[src/include/frontend_defs.svh]
// width macros shared by the front-end packages
// instruction word and byte address widths

`ifndef FRONTEND_DEFS_SVH
`define FRONTEND_DEFS_SVH

// one RV32I instruction word
`define INST_DATA_WIDTH 32
// byte address into instruction memory
`define INST_ADDR_WIDTH 32

`endif
[src/hdl/frontend_pkg.sv]
// front-end package
// address type, reset vector, fetch stride, fetch FSM states, slot index

`default_nettype none

package frontend_pkg;

`include "frontend_defs.svh"

    // byte address of an instruction
    typedef logic [`INST_ADDR_WIDTH-1:0] addr_t;

    localparam addr_t RESET_PC = 32'h0000_0000;  // first fetch after reset

    // two 4-byte instructions per fetch
    localparam addr_t FETCH_STRIDE = 32'd8;

    // fetch FSM
    typedef enum logic [0:0] {
        ST_FETCH     = 1'b0,  // normal pair fetch
        ST_JALR_WAIT = 1'b1   // frozen until execute resolves the jalr
    } fetch_state_e;

    // position inside the fetched pair
    // 0 = older slot at fetch_pc, 1 = younger slot at fetch_pc + 4
    typedef logic [0:0] slot_t;

endpackage

`default_nettype wire

[src/hdl/rv_isa_pkg.sv]
// RV32I encoding package
// instruction and immediate types, control-flow major opcodes

`default_nettype none

package rv_isa_pkg;

`include "frontend_defs.svh"

    // raw instruction word as fetched
    typedef logic [`INST_DATA_WIDTH-1:0] inst_t;

    // sign-extended immediate, same width as the datapath
    typedef logic [`INST_DATA_WIDTH-1:0] imm_t;

    localparam int OPC_WIDTH = 7;  // major opcode field inst[6:0]

    typedef logic [OPC_WIDTH-1:0] opcode_t;

    // control-flow opcodes the predictor cares about
    localparam opcode_t OPC_BRANCH = 7'b1100011;  // B-type, beq..bgeu
    localparam opcode_t OPC_JAL    = 7'b1101111;  // J-type
    localparam opcode_t OPC_JALR   = 7'b1100111;  // I-type, register target

endpackage

`default_nettype wire

[src/hdl/frontend_top.sv]
// frontend_top: dual-issue fetch front end
// predictor, fetch FSM, pc counter and decode register

`timescale 1ns/10ps
`default_nettype none

module frontend_top (
    input  wire                      clk,
    input  wire                      rst_n,
    // instruction memory, answers in the same cycle
    input  wire rv_isa_pkg::inst_t   inst0_i,
    input  wire rv_isa_pkg::inst_t   inst1_i,
    input  wire                      inst0_valid_i,
    input  wire                      inst1_valid_i,
    output wire frontend_pkg::addr_t fetch_pc_o,
    // pipeline control
    input  wire                      stall_i,
    input  wire                      redirect_i,
    input  wire frontend_pkg::addr_t redirect_pc_i,
    input  wire                      jalr_done_i,
    // to decode
    output wire                      id_valid0_o,
    output wire                      id_valid1_o,
    output wire frontend_pkg::addr_t id_pc0_o,
    output wire rv_isa_pkg::inst_t   id_inst0_o,
    output wire rv_isa_pkg::inst_t   id_inst1_o,
    output wire                      id_pred_taken_o,
    output wire frontend_pkg::slot_t id_pred_slot_o,
    output wire                      id_is_pred_branch_o,
    output wire                      wait_for_jalr_o
);

    wire                      pred_taken;
    wire frontend_pkg::addr_t pred_target;
    wire frontend_pkg::slot_t pred_slot;
    wire                      is_pred_branch;
    wire                      slot1_kill;
    wire                      jalr_seen;
    wire                      fetch_en;    // one enable for pc and decode register

    static_branch_predictor u_sbp (
        .inst0_i          (inst0_i),
        .inst1_i          (inst1_i),
        .inst0_valid_i    (inst0_valid_i),
        .inst1_valid_i    (inst1_valid_i),
        .pc0_i            (fetch_pc_o),
        .pred_taken_o     (pred_taken),
        .pred_target_o    (pred_target),
        .pred_slot_o      (pred_slot),
        .is_pred_branch_o (is_pred_branch),
        .slot1_kill_o     (slot1_kill),
        .jalr_seen_o      (jalr_seen)
    );

    fetch_ctrl u_ctrl (
        .clk             (clk),
        .rst_n           (rst_n),
        .stall_i         (stall_i),
        .jalr_seen_i     (jalr_seen),
        .jalr_done_i     (jalr_done_i),
        .fetch_en_o      (fetch_en),
        .wait_for_jalr_o (wait_for_jalr_o)
    );

    pc_counter u_pc (
        .clk           (clk),
        .rst_n         (rst_n),
        .fetch_en_i    (fetch_en),
        .pred_taken_i  (pred_taken),
        .pred_target_i (pred_target),
        .redirect_i    (redirect_i),
        .redirect_pc_i (redirect_pc_i),
        .fetch_pc_o    (fetch_pc_o)
    );

    fetch_slot_reg u_slot (
        .clk                 (clk),
        .rst_n               (rst_n),
        .fetch_en_i          (fetch_en),
        .stall_i             (stall_i),
        .redirect_i          (redirect_i),
        .inst0_i             (inst0_i),
        .inst1_i             (inst1_i),
        .inst0_valid_i       (inst0_valid_i),
        .inst1_valid_i       (inst1_valid_i),
        .slot1_kill_i        (slot1_kill),
        .pc0_i               (fetch_pc_o),
        .pred_taken_i        (pred_taken),
        .pred_slot_i         (pred_slot),
        .is_pred_branch_i    (is_pred_branch),
        .id_valid0_o         (id_valid0_o),
        .id_valid1_o         (id_valid1_o),
        .id_pc0_o            (id_pc0_o),
        .id_inst0_o          (id_inst0_o),
        .id_inst1_o          (id_inst1_o),
        .id_pred_taken_o     (id_pred_taken_o),
        .id_pred_slot_o      (id_pred_slot_o),
        .id_is_pred_branch_o (id_is_pred_branch_o)
    );

endmodule

`default_nettype wire

[src/hdl/fetch_slot_reg.sv]
// fetch_slot_reg: fetch to decode pipeline register
// squashes on redirect, bubble and slot-1 kill, holds under stall

`timescale 1ns/10ps
`default_nettype none

module fetch_slot_reg (
    input  wire                      clk,
    input  wire                      rst_n,
    input  wire                      fetch_en_i,
    input  wire                      stall_i,
    input  wire                      redirect_i,
    input  wire rv_isa_pkg::inst_t   inst0_i,
    input  wire rv_isa_pkg::inst_t   inst1_i,
    input  wire                      inst0_valid_i,
    input  wire                      inst1_valid_i,
    input  wire                      slot1_kill_i,     // slot 0 predicted taken
    input  wire frontend_pkg::addr_t pc0_i,
    input  wire                      pred_taken_i,
    input  wire frontend_pkg::slot_t pred_slot_i,
    input  wire                      is_pred_branch_i,
    output logic                     id_valid0_o,
    output logic                     id_valid1_o,
    output frontend_pkg::addr_t      id_pc0_o,
    output rv_isa_pkg::inst_t        id_inst0_o,
    output rv_isa_pkg::inst_t        id_inst1_o,
    output logic                     id_pred_taken_o,
    output frontend_pkg::slot_t      id_pred_slot_o,
    output logic                     id_is_pred_branch_o
);

    logic bubble;

    // frozen front end but decode is free, so send nothing
    assign bubble = ~fetch_en_i & ~stall_i;

    // valid bits and prediction flag
    always_ff @(posedge clk or negedge rst_n) begin
        if (!rst_n) begin
            id_valid0_o     <= 1'b0;
            id_valid1_o     <= 1'b0;
            id_pred_taken_o <= 1'b0;
        end else if (redirect_i || bubble) begin
            id_valid0_o     <= 1'b0;  // wrong path or empty cycle
            id_valid1_o     <= 1'b0;
            id_pred_taken_o <= 1'b0;
        end else if (fetch_en_i) begin
            id_valid0_o     <= inst0_valid_i;
            id_valid1_o     <= inst1_valid_i & ~slot1_kill_i;  // younger than a taken slot 0
            id_pred_taken_o <= pred_taken_i;
        end
        // stall holds
    end

    // payload, only meaningful with its valid bit
    always_ff @(posedge clk) begin
        if (fetch_en_i) begin
            id_pc0_o            <= pc0_i;
            id_inst0_o          <= inst0_i;
            id_inst1_o          <= inst1_i;
            id_pred_slot_o      <= pred_slot_i;
            id_is_pred_branch_o <= is_pred_branch_i;
        end
    end

endmodule

`default_nettype wire

[src/hdl/pc_counter.sv]
// pc_counter: fetch program counter
// steps one pair per fetch, loads prediction, redirect overrides all

`timescale 1ns/10ps
`default_nettype none

module pc_counter (
    input  wire                      clk,
    input  wire                      rst_n,
    input  wire                      fetch_en_i,
    input  wire                      pred_taken_i,
    input  wire frontend_pkg::addr_t pred_target_i,
    input  wire                      redirect_i,    // correction from execute
    input  wire frontend_pkg::addr_t redirect_pc_i,
    output frontend_pkg::addr_t      fetch_pc_o
);

    frontend_pkg::addr_t pc_q;
    frontend_pkg::addr_t pc_seq;

    assign pc_seq = pc_q + frontend_pkg::FETCH_STRIDE;  // next pair

    always_ff @(posedge clk or negedge rst_n) begin
        if (!rst_n) begin
            pc_q <= frontend_pkg::RESET_PC;
        end else if (redirect_i) begin
            // wins over stall and jalr wait
            pc_q <= redirect_pc_i;
        end else if (fetch_en_i) begin
            if (pred_taken_i)
                pc_q <= pred_target_i;  // static prediction
            else
                pc_q <= pc_seq;
        end
        // else hold, stalled or waiting on jalr
    end

    assign fetch_pc_o = pc_q;

endmodule

`default_nettype wire

[src/hdl/fetch_ctrl.sv]
// fetch_ctrl: fetch FSM, normal fetch and wait for jalr resolution
// produces the single fetch enable of the front end

`timescale 1ns/10ps
`default_nettype none

module fetch_ctrl (
    input  wire  clk,
    input  wire  rst_n,
    input  wire  stall_i,         // decode full
    input  wire  jalr_seen_i,     // from predictor
    input  wire  jalr_done_i,     // execute resolved the jalr
    output logic fetch_en_o,
    output logic wait_for_jalr_o
);

    frontend_pkg::fetch_state_e state_q;
    frontend_pkg::fetch_state_e state_d;

    // fetch only in ST_FETCH and when decode can take the pair
    assign fetch_en_o      = (state_q == frontend_pkg::ST_FETCH) & ~stall_i;
    assign wait_for_jalr_o = (state_q == frontend_pkg::ST_JALR_WAIT);

    always_comb begin
        state_d = state_q;  // redirect alone leaves the state alone
        case (state_q)
            frontend_pkg::ST_FETCH: begin
                // jalr pair must actually be handed on before freezing
                if (jalr_seen_i && fetch_en_o)
                    state_d = frontend_pkg::ST_JALR_WAIT;
            end
            frontend_pkg::ST_JALR_WAIT: begin
                if (jalr_done_i)
                    state_d = frontend_pkg::ST_FETCH;
            end
            default: state_d = frontend_pkg::ST_FETCH;
        endcase
    end

    always_ff @(posedge clk or negedge rst_n) begin
        if (!rst_n)
            state_q <= frontend_pkg::ST_FETCH;
        else
            state_q <= state_d;
    end

endmodule

`default_nettype wire

[src/hdl/static_branch_predictor.sv]
// static_branch_predictor: dual-slot static prediction, combinational
// backward branches and jal are taken, older slot wins, one target adder

`timescale 1ns/10ps
`default_nettype none

module static_branch_predictor (
    input  wire rv_isa_pkg::inst_t     inst0_i,        // older instruction
    input  wire rv_isa_pkg::inst_t     inst1_i,        // younger instruction
    input  wire                        inst0_valid_i,
    input  wire                        inst1_valid_i,
    input  wire frontend_pkg::addr_t   pc0_i,          // pc of older slot
    output logic                       pred_taken_o,
    output frontend_pkg::addr_t        pred_target_o,
    output frontend_pkg::slot_t        pred_slot_o,    // winning slot
    output logic                       is_pred_branch_o, // winner is B-type, not jal
    output logic                       slot1_kill_o,   // slot 0 redirects, drop slot 1
    output logic                       jalr_seen_o     // live jalr in the pair
);

    rv_isa_pkg::opcode_t opc0;
    rv_isa_pkg::opcode_t opc1;
    logic                is_br0, is_jal0, is_jalr0;
    logic                is_br1, is_jal1, is_jalr1;
    rv_isa_pkg::imm_t    imm_b0, imm_j0;
    rv_isa_pkg::imm_t    imm_b1, imm_j1;
    logic                act0, act1;        // slot takes part in prediction
    logic                slot1_disable;
    logic                taken0, taken1;
    logic                from_slot1;
    frontend_pkg::addr_t pc1;
    frontend_pkg::addr_t base_pc;
    rv_isa_pkg::imm_t    sel_imm;

    // opcode decode, older slot
    assign opc0     = inst0_i[6:0];
    assign is_br0   = (opc0 == rv_isa_pkg::OPC_BRANCH);
    assign is_jal0  = (opc0 == rv_isa_pkg::OPC_JAL);
    assign is_jalr0 = (opc0 == rv_isa_pkg::OPC_JALR);

    // opcode decode, younger slot
    assign opc1     = inst1_i[6:0];
    assign is_br1   = (opc1 == rv_isa_pkg::OPC_BRANCH);
    assign is_jal1  = (opc1 == rv_isa_pkg::OPC_JAL);
    assign is_jalr1 = (opc1 == rv_isa_pkg::OPC_JALR);

    // B-type offset, bit 0 always zero
    assign imm_b0 = {{20{inst0_i[31]}}, inst0_i[7], inst0_i[30:25], inst0_i[11:8], 1'b0};
    assign imm_b1 = {{20{inst1_i[31]}}, inst1_i[7], inst1_i[30:25], inst1_i[11:8], 1'b0};

    // J-type offset
    assign imm_j0 = {{12{inst0_i[31]}}, inst0_i[19:12], inst0_i[20], inst0_i[30:21], 1'b0};
    assign imm_j1 = {{12{inst1_i[31]}}, inst1_i[19:12], inst1_i[20], inst1_i[30:21], 1'b0};

    assign act0   = inst0_valid_i;
    assign taken0 = act0 & ((is_br0 & imm_b0[31]) | is_jal0);  // negative offset = loop

    // slot 1 is dead behind a taken slot 0, jal included
    assign slot1_disable = taken0;
    assign act1          = inst1_valid_i & ~slot1_disable;
    assign taken1        = act1 & ((is_br1 & imm_b1[31]) | is_jal1);

    // older slot priority
    assign from_slot1   = taken1 & ~taken0;
    assign pred_taken_o = taken0 | taken1;
    assign pred_slot_o  = from_slot1;
    assign slot1_kill_o = taken0;

    // conditional branch only, jal does not count
    assign is_pred_branch_o = taken0 ? is_br0 : (from_slot1 & is_br1);

    // jalr behind a taken slot 0 is never reached
    assign jalr_seen_o = (act0 & is_jalr0) | (act1 & is_jalr1);

    assign pc1 = pc0_i + 'd4;

    // pick base and offset of the winner, then one shared adder
    always_comb begin
        if (from_slot1) begin
            base_pc = pc1;
            sel_imm = is_br1 ? imm_b1 : imm_j1;
        end else begin
            base_pc = pc0_i;  // also the idle choice when nothing is taken
            sel_imm = is_br0 ? imm_b0 : imm_j0;
        end
    end

    assign pred_target_o = base_pc + sel_imm;

endmodule

`default_nettype wire

[config.mk]
export PLATFORM = sky130hd
export DESIGN_NAME = frontend_top
export DESIGN_NICKNAME = d
export VERILOG_FILES = /design/src/hdl/frontend_pkg.sv /design/src/hdl/rv_isa_pkg.sv /design/src/hdl/frontend_top.sv /design/src/hdl/fetch_slot_reg.sv /design/src/hdl/pc_counter.sv /design/src/hdl/fetch_ctrl.sv /design/src/hdl/static_branch_predictor.sv
export VERILOG_INCLUDE_DIRS = /design/src /design/src/include
export SDC_FILE = /design/constraint.sdc
export NUM_CORES = 1
export LEC_CHECK = 0
export BUFFER_PORTS_ARGS = -buffer_cell sky130_fd_sc_hd__buf_2
export CORE_MARGIN = 3
export CORE_UTILIZATION = 57
export CTS_CLUSTER_SIZE = 8
export DETAILED_ROUTE_END_ITERATION = 6
export GPL_TIMING_DRIVEN = 1
export PLACE_DENSITY = 0.95
export SLEW_MARGIN = 10
export SYNTH_ARGS = -nofsm -noshare
export SYNTH_HDL_FRONTEND = slang
export SYNTH_HIERARCHICAL = 1
export SYNTH_SLANG_ARGS = --single-unit
[constraint.sdc]
create_clock -name clk -period 13.15 [get_ports clk]
set_input_delay 2.63 -clock clk [delete_from_list [all_inputs] [get_ports clk]]
set_output_delay 2.63 -clock clk [all_outputs]
set_load 0.1 [all_outputs]
* Word-level counts from Yosys, hierarchy flattened
Cells that the tools add are included.
** Word-level totals
- Bits in registers :: 134
- Bits in latches :: 0
- Bits in writable memories :: 0
- ROM bits :: 0
- Input bits :: 103
- Logic and storage cells :: 59
- Memories :: 0
** Cells by class
- Add/sub/neg operators :: 3
- Multipliers :: 0
- Div/mod/pow operators :: 0
- Order comparisons :: 0
- Equality and inequality tests :: 6
- Shift-type cells :: 0
- Multiplexer cells :: 17
- Bitwise operators :: 19
- Reduce and logical (&&, ||, !) cells :: 4
** Operators with widths (count)
- 32-bit two-way mux :: 5
- 7-bit equality test (second input constant) :: 6
- 20-bit two-way mux :: 2
- 32-bit by 3-bit adder with 32-bit output (second input constant) :: 1
- 32-bit adder :: 1
- 32-bit by 4-bit adder with 32-bit output (second input constant) :: 1
- 1-bit bitwise AND :: 11
- 1-bit two-way mux :: 9
- 1-bit inverter :: 4
- 1-bit OR :: 4
- 2-bit nonzero test :: 2
- 1-bit case mux with 2 select lines :: 1
- 1-bit logical AND :: 1
- 1-bit logical OR :: 1

* Depth between registers and ports, before layout
Gate-level depths: netlist (run 1).
- Depth in word-level cells :: 13
- Gate-level depth with buffers :: 23

* Cells and area by module
Netlist (run 1), hierarchy kept.
** Modules (own cells, without submodules)
- fetch_slot_reg :: instances 1, cells an instance 110, area each 3070.4 µm², seq. area each 3017.9 µm²
- static_branch_predictor :: instances 1, cells an instance 386, area each 2701.3 µm², seq. area each 0.0 µm²
- pc_counter :: instances 1, cells an instance 290, area each 2313.5 µm², seq. area each 800.8 µm²
- fetch_ctrl :: instances 1, cells an instance 4, area each 45.0 µm², seq. area each 25.0 µm²

* Worst setup path before layout (run 1)
Ideal clock, no wire load.
- Path kind :: input port to flip-flop
- Start point :: in stall_i
- End point :: reg u_pc.pc_q[14], in the netlist u_pc/fetch_pc_o[14]
- Setup time :: 134 ps
- Arrival :: 8229 ps
- Data required time :: 13016 ps
- Setup slack :: 4787 ps
- Stages :: 8
- Buffers on the path :: 3
- Cells stage by stage :: nor2_1 > clkbuf_1 > or2_2 > clkbuf_1 > clkbuf_1 > o21ai_0 > nand2_1 > o21ai_0
** On the way
- Longest elaborated chain between the ends :: 3
** Ends and longest elaborated chain
- from (decl) :: RTL line frontend_top.sv:17 : input wire stall_i,
- 1-bit inverter :: RTL line fetch_ctrl.sv:21 : assign fetch_en_o = (state_q == frontend_pkg::ST_FETCH) & ~stall_i;
- 1-bit bitwise AND :: RTL line fetch_ctrl.sv:21
- 2-bit nonzero test (no line)
- to (signal assigned) :: RTL line pc_counter.sv:28 : pc_q <= redirect_pc_i;
- to (signal assigned) :: RTL line pc_counter.sv:31 : pc_q <= pred_target_i;
- to (signal assigned) :: RTL line pc_counter.sv:33 : pc_q <= pc_seq;
- to (decl) :: RTL line pc_counter.sv:18 : frontend_pkg::addr_t pc_q;
Every way passes these cells.
A chain may end at the register's enable or synchronous reset.

* Worst setup path in the final report (run 1)
- Start point :: in inst1_i[31]
- End point :: reg u_pc.pc_q[31], in the netlist u_pc/fetch_pc_o[31]
** On the way
- Longest elaborated chain between the ends :: 9
** Ends and longest elaborated chain
- from (decl) :: RTL line frontend_top.sv:12 : input wire rv_isa_pkg::inst_t inst1_i,
- 1-bit bitwise AND * :: RTL line static_branch_predictor.sv:61 : assign taken1 = act1 & ((is_br1 & imm_b1[31]) | is_jal1);
- 1-bit OR * :: RTL line static_branch_predictor.sv:61
- 1-bit bitwise AND * :: RTL line static_branch_predictor.sv:61
- 1-bit bitwise AND * :: RTL line static_branch_predictor.sv:64 : assign from_slot1 = taken1 & ~taken0;
- named net pred_slot :: RTL line frontend_top.sv:35 : wire frontend_pkg::slot_t pred_slot;
- 32-bit two-way mux :: RTL line static_branch_predictor.sv:79 : if (from_slot1) begin
- 32-bit adder * :: RTL line static_branch_predictor.sv:88 : assign pred_target_o = base_pc + sel_imm;
- named net pred_target[31] :: RTL line frontend_top.sv:34 : wire frontend_pkg::addr_t pred_target;
- 32-bit two-way mux * :: RTL line pc_counter.sv:30 : if (pred_taken_i)
- 32-bit two-way mux * :: RTL line pc_counter.sv:29 : end else if (fetch_en_i) begin
- 32-bit two-way mux * :: RTL line pc_counter.sv:26 : end else if (redirect_i) begin
- to (signal assigned) :: RTL line pc_counter.sv:25 : pc_q <= frontend_pkg::RESET_PC;
- to (signal assigned) :: RTL line pc_counter.sv:28
- to (signal assigned) :: RTL line pc_counter.sv:31
Mark *: on every way through the listed nets, which the timed path passes. The rest lies on a longest branch. The select of a mux whose other input is x is not followed.

==> impl_results.md, run 1 <==
* DR vias/cell at about 6.3
* WL/cell at about 20 um
* Max Slew Vio Count at 0
* Ys flop type: edfxtp_1
* Setup_tns at 0 ns
* Worst reg2reg path depth at 17
* Top-level I/O count at roughly 240
* Share of cells above drive strength 1 at 0.301
* Vias in the first global route at between 7,000 and 8,000
* Area contributors post-synth: edfxtp_1, dfrtp_1, ha_1, xnor2_1, a21oi_1
* Final wirelength at between 20,000 and 25,000 um
* # nets final at about 1,100
* Fin Clk Skew at about 0.018 ns
* PortBufs at approximately 240
* Clock sinks at 134
* Die ar. at around 16,000 sq um
* Worst Setup SP: inst1_i[31]
* Initial Util at 0.583
* Final min period at 7.80 ns
* Layout area overhead at 23.1%
* H-tree levels at 4
* Pre-antenna DRT Iters at 7
* Num CTS Buffers at 17
* Status: finished with violations
* CTS root buffer: clkbuf_16
* Yosys top cell area share at 0.362
* Crit-path max FO at 47
* Register area share after synthesis at 0.473
* Core Area at approximately 14,000 sq um
* Worst-margin pin slew at 1.06 ns
* Leading area contributor after synthesis: edfxtp_1
* Library cells used by synthesis at between 80 and 90
* Final Cycle Share at 0.593
* Final Setup Violations at 0
* CP endpoint kind: register
* Hold Startpoint: u_pc/fetch_pc_o[0]
* Worst Path Class, Setup: input port to register
* Syn_area_per_cell at 10.3 sq um
* Number of fill cells at roughly 1,000
* Hold WC Path Type: register to register
* Mapped cell area at 8130 sq um
* Post-synth ARST share at 0.269
* Clock slew at reported path FFs at roughly 0.07 ns
* Total global routing overflow at 0
* CP required at about 13 ns
* Reg area at between 3000 and 4000 sq um
* RePlAce Congestion at about 0.95
* Slew headroom at 0.290
* PwrDens at approximately 160 nW/um^2
* Footprint of the multi-input gates at ~4100 sq um
* Worst ir drop on vdd at around 100 uV
* Placed cell area at 9410 sq um
* Post-route ant nets at 0
* Max Fclk at 0.128 GHz
* Most common cell after layout, fill and taps aside: buf_2
* R2R Setup Slk at 8.15 ns
* Violated checks: DRC
* TritonCTS clock tree: built
* Initial antenna violation count at 1
* DRC at 4
* Yosys warns at 6
* CP startpoint kind: input port
* CTS Hold Bufs at 0
* R2r endpoint: u_pc/fetch_pc_o[31]
* Commonest cells after routing, fill and taps aside: buf_2, edfxtp_1, nand2_1, a21oi_1, o21ai_0
* HPWL after detailed placement at 17,100 um
* Leak at roughly 0.0043 uW
* CP Capture Point: u_pc/fetch_pc_o[31]
* Max clock buf depth at 2
* Largest net degree at the start of global routing at 83
* Row count at between 40 and 50
* Cells after Synth at between 700 and 800
* Initial drt markers at 836
* R2R Path Start: u_pc/fetch_pc_o[7]
* Fin area at 10,000 sq um
* Max-cap viol count at 0
* Skew-Pair Late Insertion Delay at 0.43 ns
* Synth Register Bits at between 100 and 150
* Resize count post-CTS at 0
* Post-synth EDFFs at between 90 and 100
* RSZ-0062 raised after global routing: no
* Final core occ at 0.719
* Vias at approximately 7,600
* Tot GR Track Use at 0.303
* Fin. Hold Viols at 0
* Postcts setup bufs at 0
* Die Y at roughly 130 um
* First-pass GRT wire length at 37,900 um
* Arr. time, crit path at slightly above 8 ns
* Syn Nets at between 900 and 1,000
* Die width at roughly 130 um
-- sequential cells by signal, indices dropped and copies added (netlist names) --
register and flops:
u_slot/id_pred_slot_o 1, u_slot/id_is_pred_branch_o 1, u_ctrl/wait_for_jalr_o 1, u_slot/id_pred_taken_o 1
u_slot/id_valid1_o 1, u_slot/id_inst1_o 32, u_slot/id_valid0_o 1, u_pc/fetch_pc_o 32
u_slot/id_pc0_o 32, u_slot/id_inst0_o 32
-- layer usage --
metal | GRT usage | share of wire | vias up
met3 | 0.0816 | 0.094 | 94
met4 | 0.139 | 0.036 | 0
li1 | - | - | 3436
met2 | 0.494 | 0.49 | 512
met1 | 0.378 | 0.38 | 3588
met5 | 0 | 0 | -
-- cell families after synthesis --
group	synth area share
adder cells (fa/ha/maj)	0.0517
flip-flops	0.473
multiplexers	0.0326
XOR/XNOR	0.0625
AO/OA/AOI/OAI	0.183
AND/OR/NAND/NOR	0.168
buffers and inverters	0.0292
-- per-stage QoR --
step	total power [uW]	setup slack [ns]	instances	hold WS, ns
3_5_place_dp	1070	5.33	1170	0.484
3_3_place_gp	1060	5.45	1170	0.482
2_1_floorplan	965	4.79	790	1.00
4_1_cts	1560	5.57	1201	0.509
5_1_grt	1610	5.23	1202	0.541
6_report	1560	5.35	1202	0.508
-- report_power, final --
part | internal (uW) | leakage, uW | switching, uW
sequential | 494 | 0.00139 | 42.7
combinational | 129 | 0.00259 | 408
clock | 299 | 0.000298 | 187
-- synth_stat cells, types with 3 or more instances --
| cell | number |
|---|---|
| nand2_1 | 70 |
| nand2b_1 | 8 |
| clkbuf_1 | 30 |
| buf_1 | 3 |
| dfrtp_1 | 36 |
| o21a_1 | 6 |
| ha_1 | 32 |
| and2_1 | 5 |
| o22ai_1 | 5 |
| mux2_2 | 12 |
| inv_1 | 18 |
| nand3_1 | 24 |
| a21o_1 | 14 |
| nor3_1 | 14 |
| edfxtp_1 | 98 |
| nor4b_1 | 3 |
| buf_2 | 4 |
| or2_2 | 4 |
| o31a_1 | 4 |
| buf_4 | 3 |
| nand3b_1 | 4 |
| and3_1 | 9 |
| nor2_1 | 49 |
| o21ai_0 | 50 |
| xnor2_1 | 40 |
| mux2i_1 | 13 |
| nand4_1 | 19 |
| and4_1 | 9 |
| a211oi_1 | 10 |
| o21bai_1 | 3 |
| nor4_1 | 9 |
| a31oi_1 | 17 |
| nor3b_1 | 4 |
| xor2_1 | 18 |
| a221oi_1 | 8 |
| nor2b_1 | 10 |
| a21oi_1 | 68 |
-- worst max-delay path, cell delays in order --
cell       delay, ns
buf_2           0.15
or3b_1          0.37
a2111oi_0       0.37
o311a_2         0.26
buf_4           0.42
a21oi_1         0.28
ha_1            0.29
fa_1            0.41
a21oi_1         0.31
nor3_1          0.12
o31a_1          0.32
a311oi_4        0.37
o21a_1          0.28
o41ai_4         0.15
a221oi_2        0.33
xnor2_1         0.20
a21oi_1         0.11
a21oi_1         0.30
o22ai_1         0.15
nor3_1          0.27
-- worst min-delay path by stage --
stage / endpoint / slack [ns] / cells past startpoint
after floorplan: u_ctrl/wait_for_jalr_o / 1.00 / 1
after global placement: u_slot/id_pc0_o[0] / 0.48 / 0
after detailed placement: u_slot/id_pc0_o[0] / 0.48 / 0
after CTS: u_slot/id_pc0_o[0] / 0.51 / 0
after global routing: u_slot/id_pc0_o[0] / 0.54 / 0
final: u_slot/id_pc0_o[0] / 0.51 / 0
-- layout make-up --
cell class,count,area share
inverter,19,0.00712
tap,180,0.0225
sequential,134,0.384
timing repair buffer,240,0.121
clock buffer,17,0.0425
antenna,1,0.000250
clock inverter,14,0.0175
multi-input combinational,597,0.405
No activity file was read; power rests on OpenSTA's default activity.
==> run 2, diff against run 1 <==
- CORE_UTILIZATION: 57 -> 53
- PLACE_DENSITY: 0.95 -> 0.92
- clock period: 13.15 -> 7.7 ns (I/O delays scaled with it)
==> impl_results.md, run 2 (synthesis gave the netlist of run 1 again) <==
* Initial Util at 0.551
* Skew-Pair Late Insertion Delay at 0.43 ns
* Gr busiest metal: met2
* DRC at 0
* Vias in the first global route at a little over 7,000
* # nets final at around 1,100
* Final Setup Violations at 0
* Arr. time, crit path at between 6 and 7 ns
* Worst Path Class, Setup: input port to register
* Pre-antenna DRT Iters at 7
* Final core occ at 0.681
* TritonCTS clock tree: built
* Worst hold slack at slightly above 0.5 ns
* Num CTS Buffers at 17
* Number of fill cells at ~1,100
* Most common cell after layout, fill and taps aside: buf_2
* Fin. Hold Viols at 0
* Worst path top cell family by delay: compound AO/OA/AOI/OAI gates
* Tot GR Track Use at 0.288
* Row count at 44
* PortBufs at between 200 and 250
* Total global routing overflow at 0
* Slew headroom at 0.236
* WL/cell at 20.9 um
* Top-level I/O count at 237
* Vias at ~7,700
* Crit path largest cell delay at 0.65 ns
* Final Cycle Share at 0.835
* Core Area at 14,800 sq um
* CTS Hold Bufs at 0
* Layout area overhead at 23.6%
* Die ar. at roughly 17,000 sq um
* Post-route ant nets at 0
* Status: complete, no violations
* CP endpoint kind: register
* GRT met1 Usage at 0.353
* Clock slew at reported path FFs at approximately 0.060 ns
* DP Worst Slack at between 1 and 1.5 ns
* Hold WC Path Type: register to register
* Commonest cells after routing, fill and taps aside: buf_2, edfxtp_1, nand2_1, a21oi_1, o21ai_0
* Fin area at 10,000 sq um
* Die Y at about 130 um
* Slowest CP cell: o311a_2
* Fin Clk Skew at around 0.014 ns
* H-tree levels at 4
* HPWL after detailed placement at 17,800 um
* PwrDens at 268 nW/um^2
* Initial drt markers at between 1,000 and 1,500
* Initial antenna violation count at 1
* Clock sinks at around 130
* RePlAce Congestion at between 0.9 and 1
* Crit-path max FO at 20
* Max-cap viol count at 0
* Crit path top cell by count: a21oi_1
* CP Cell Sequence: buf_2, or3b_1, a2111oi_0, o311a_2, nand4_2, nor2_2, nand3_1, or2_1, xnor2_1, ha_1, a21o_1, a21oi_1, nor2_1, o32ai_1, o41ai_4, a221oi_2, xnor2_1, a21oi_1, a21oi_1, o22ai_1, nor3_1
* M3 GR Usage at 0.0675
* Final min period at between 6 and 7 ns
* DR vias/cell at approximately 6.4
* Setup_tns at 0 ns
* Placed cell area at approximately 9400 sq um
* Final wirelength at 25,300 um
* CP startpoint kind: input port
* R2R Setup Slk at ~2.6 ns
* Share of cells above drive strength 1 at 0.302
* CP bufs+invs at 1
* Worst-margin pin slew at about 1.1 ns
* Max clock buf depth at 2
* CP required at 8.03 ns
* Max Slew Vio Count at 0
* First-pass GRT wire length at around 38,000 um
* Worst ir drop on vdd at about 160 uV
* M2 GR Usage at 0.486
* Leak at 0.00428 uW
* Postcts setup bufs at 0
* Max Fclk at roughly 0.16 GHz
* CTS root buffer: clkbuf_16
* Resize count post-CTS at 0
* RSZ-0062 raised after global routing: no
* Largest net degree at the start of global routing at 75
* Worst setup margin at 1.27 ns
* Die width at 130 um
==> run 2: cell types whose count changed in the layout (fill, tap and decap cells not counted) <==
cell        change
clkinv_2        -3
clkinvlp_4      +3
inv_6           +2
buf_4           +2
clkinv_4        -4
inv_8           +2
clkbuf_1        +1
==> run 2: routing by layer <==
metal,vias to the layer above,share of wire,wire length [um]
li1,3455,-,-
met1,3642,0.38,9580
met2,551,0.49,12400
met3,88,0.099,2500
met4,0,0.034,852
met5,-,0,0
==> run 2: area by class of cell <==
type | count | area [sq um] | share of cell area
Multi-Input combinational cell | 597 | 4060 | 0.404
Sequential cell | 134 | 3840 | 0.383
Timing Repair Buffer | 242 | 1230 | 0.122
Clock buffer | 18 | 429 | 0.0427
Tap cell | 184 | 230 | 0.0229
Clock inverter | 14 | 188 | 0.0187
Inverter | 19 | 71.3 | 0.00710
Antenna cell | 1 | 2.50 | 0.000249
==> run 2: final timing paths <==
| kind | startpoint | end | cells past startpoint |
|---|---|---|---|
| worst max-delay path | inst1_i[2] | u_pc/fetch_pc_o[31] | 21 |
| worst min-delay path | u_pc/fetch_pc_o[0] | u_slot/id_pc0_o[0] | 0 |
| worst max register to register | u_pc/fetch_pc_o[7] | u_pc/fetch_pc_o[31] | 17 |
| worst min register to register | u_pc/fetch_pc_o[0] | u_slot/id_pc0_o[0] | 0 |
| max in group asynchronous | rst_n | u_pc/fetch_pc_o[15] | 1 |
| min in group asynchronous | rst_n | u_pc/fetch_pc_o[27] | 1 |
==> run 2: where the power goes <==
group | leakage, uW | switching [uW] | internal [uW]
sequential | 0.00139 | 74.1 | 843
clock | 0.000292 | 331 | 519
combinational | 0.00260 | 702 | 222
total | 0.00428 | 1110 | 1580
==> run 2: worst register-to-register path: stages (launching register included) <==
cell,delay [ns]
dfrtp_1,0.68
and4_1,0.33
and3_1,0.32
nand3_1,0.19
nor2_1,0.45
nand2_1,0.18
xnor2_1,0.29
ha_1,0.39
a21oi_1,0.26
nand2_1,0.08
o32ai_1,0.39
o41ai_4,0.22
a221oi_2,0.32
xnor2_1,0.15
a21oi_1,0.08
a21oi_1,0.25
o22ai_1,0.15
nor3_1,0.24
==> run 2: metrics by stage <==
step	power (uW)	std cells
6_report	2690	1209
3_3_place_gp	1820	1176
3_5_place_dp	1830	1176
4_1_cts	2690	1208
5_1_grt	2780	1209
2_1_floorplan	1650	790
==> run 3, diff against run 2 <==
- CORE_UTILIZATION: 53 -> 48
- PLACE_DENSITY: 0.92 -> 0.89
- clock period: 7.7 -> 5.7 ns (I/O delays scaled with it)
==> impl_results.md, run 3 (synthesis gave the netlist of run 1 again) <==
* Status: complete, no violations
* Most common cell after layout, fill and taps aside: buf_2
* Final Cycle Share at 0.968
* PortBufs at 236
* Final min period at between 5 and 6 ns
* R2R Path Start: u_pc/fetch_pc_o[4]
* Hold Path Depth at 0
* R2R Setup Slk at around 1.2 ns
* Top-level I/O count at between 200 and 250
* Max Fclk at about 0.18 GHz
* Clock slew at reported path FFs at 0.07 ns
* Fin area at between 10,000 and 15,000 sq um
* Worst reg2reg path depth at 17
* Crit-path max FO at 15
* Vias at slightly below 8,000
* Worst-margin pin slew at ~0.95 ns
* Worst Setup SP: inst1_i[2]
* Crit path top cell by count: a21oi_1
* HPWL after detailed placement at 19,000 um
* CP Cell Sequence: buf_2, or3b_1, a2111oi_4, o311a_2, buf_12, and2_1, nand2_1, xnor2_1, ha_1, a21oi_2, o21bai_1, o31a_1, a311oi_4, a21oi_1, a211o_1, a311oi_2, xnor2_1, a21oi_1, a21oi_1, a311o_1, o221a_1
* Total global routing overflow at 0
* Final Setup Violations at 0
* CP endpoint kind: register
* Die width at roughly 140 um
* DRC at 0
* Hold Startpoint: u_pc/fetch_pc_o[0]
* Hold WC Path Type: register to register
* Max-cap viol count at 0
* CP startpoint kind: input port
* Max Slew Vio Count at 0
* Die Y at approximately 140 um
* Total power at 3610 uW
* RePlAce Congestion at roughly 0.96
* DR vias/cell at ~5.9
* # nets final at about 1,200
* WL/cell at 19.4 um
* Tot GR Track Use at 0.270
* CP required at 6.01 ns
* Num CTS Buffers at 17
* Crit path largest cell delay at 0.43 ns
* Initial antenna violation count at 0
* Commonest cells after routing, fill and taps aside: buf_2, edfxtp_1, buf_4, nand2_1, a21oi_1
* Worst Path Class, Setup: input port to register
* CTS root buffer: clkbuf_16
* M3 GR Usage at 0.0366
* Fin. Hold Viols at 0
* Row count at between 40 and 50
* Reg area at 3840 sq um
* GRT met1 Usage at 0.344
* Max clock buf depth at 2
* Worst ir drop on vdd at between 200 and 250 uV
* Initial Util at 0.501
* Clock sinks at 134
* Layout area overhead at 30.7%
* Antenna diode count at 0
* Slew headroom at 0.362
* Post-route ant nets at 0
* H-tree levels at 4
* Core Area at around 16,000 sq um
* Arr. time, crit path at 5.83 ns
* First-pass GRT wire length at ~39,000 um
* Final wirelength at 25,500 um
* Vias in the first global route at 7,559
* Leak at between 0.004 and 0.005 uW
* R2r endpoint: u_pc/fetch_pc_o[29]
* PwrDens at between 300 and 400 nW/um^2
* M2 GR Usage at 0.468
* Number of fill cells at 1,310
* Fin Clk Skew at between 0.009 and 0.01 ns
* Pre-antenna DRT Iters at 5
* Skew-Pair Late Insertion Delay at about 0.43 ns
* Die ar. at around 19,000 sq um
* Initial drt markers at between 600 and 700
* TritonCTS clock tree: built
* Largest net degree at the start of global routing at between 90 and 100
* Gr busiest metal: met2
* Setup_tns at 0 ns
* Footprint of the multi-input gates at roughly 4000 sq um
* Placed cell area at around 10,000 sq um
* Endpoint, Worst Hold: u_slot/id_pc0_o[0]
* Final core occ at 0.654
* Share of cells above drive strength 1 at 0.350
* Slowest CP cell: or3b_1
## run 3: routing by layer
| layer | vias up | routed length, um |
|---|---|---|
| met1 | 3701 | 10300 |
| met4 | 0 | 658 |
| met5 | - | 0 |
| li1 | 3585 | - |
| met2 | 423 | 12600 |
| met3 | 50 | 1960 |
## run 3: layout make-up
class                   count  share of cell area
repair buffers            313               0.169
flip-flops and latches    134               0.362
clock buffers              17              0.0400
inverters                  19             0.00671
clock inverters            15              0.0124
well taps                 216              0.0254
multi-input cells         597               0.384
## run 3: worst max-delay path: cells and delay by family
kind                     cells  cell delay [ns]
AO/OA/AOI/OAI               13             3.08
buffers and inverters        2             0.26
adder cells (fa/ha/maj)      1             0.36
AND/OR/NAND/NOR              3             0.69
XOR/XNOR                     2             0.27
## run 3: worst max-delay path by stage
stage	slack [ns]	cells past startpoint	end
after global placement	-0.08	21	u_pc/fetch_pc_o[29]
after global routing	-0.02	21	u_pc/fetch_pc_o[29]
final	0.19	21	u_pc/fetch_pc_o[29]
after floorplan	0.03	21	u_pc/fetch_pc_o[29]
after detailed placement	-0.39	21	u_pc/fetch_pc_o[23]
after CTS	0.04	21	u_pc/fetch_pc_o[23]
## run 3: stage by stage
step	hold WS (ns)	setup WS (ns)	std cells
final	0.503	0.185	1311
after global routing	0.515	-0.0216	1311
after CTS	0.501	0.0354	1310
after detailed placement	0.486	-0.389	1278
after global placement	0.484	-0.0799	1278
after floorplan	0.844	0.0285	790
## run 3: where the power goes
part	leakage, uW	switching [uW]	internal, uW
combinational	0.00296	956	367
clock	0.000269	472	573
sequential	0.00139	99.9	1140
## run 3: repair_timing
item,in CTS,in global routing
hold buffers,0,0
endpoints found under the setup margin,0,12
setup buffers,0,1
gates resized for setup,0,5
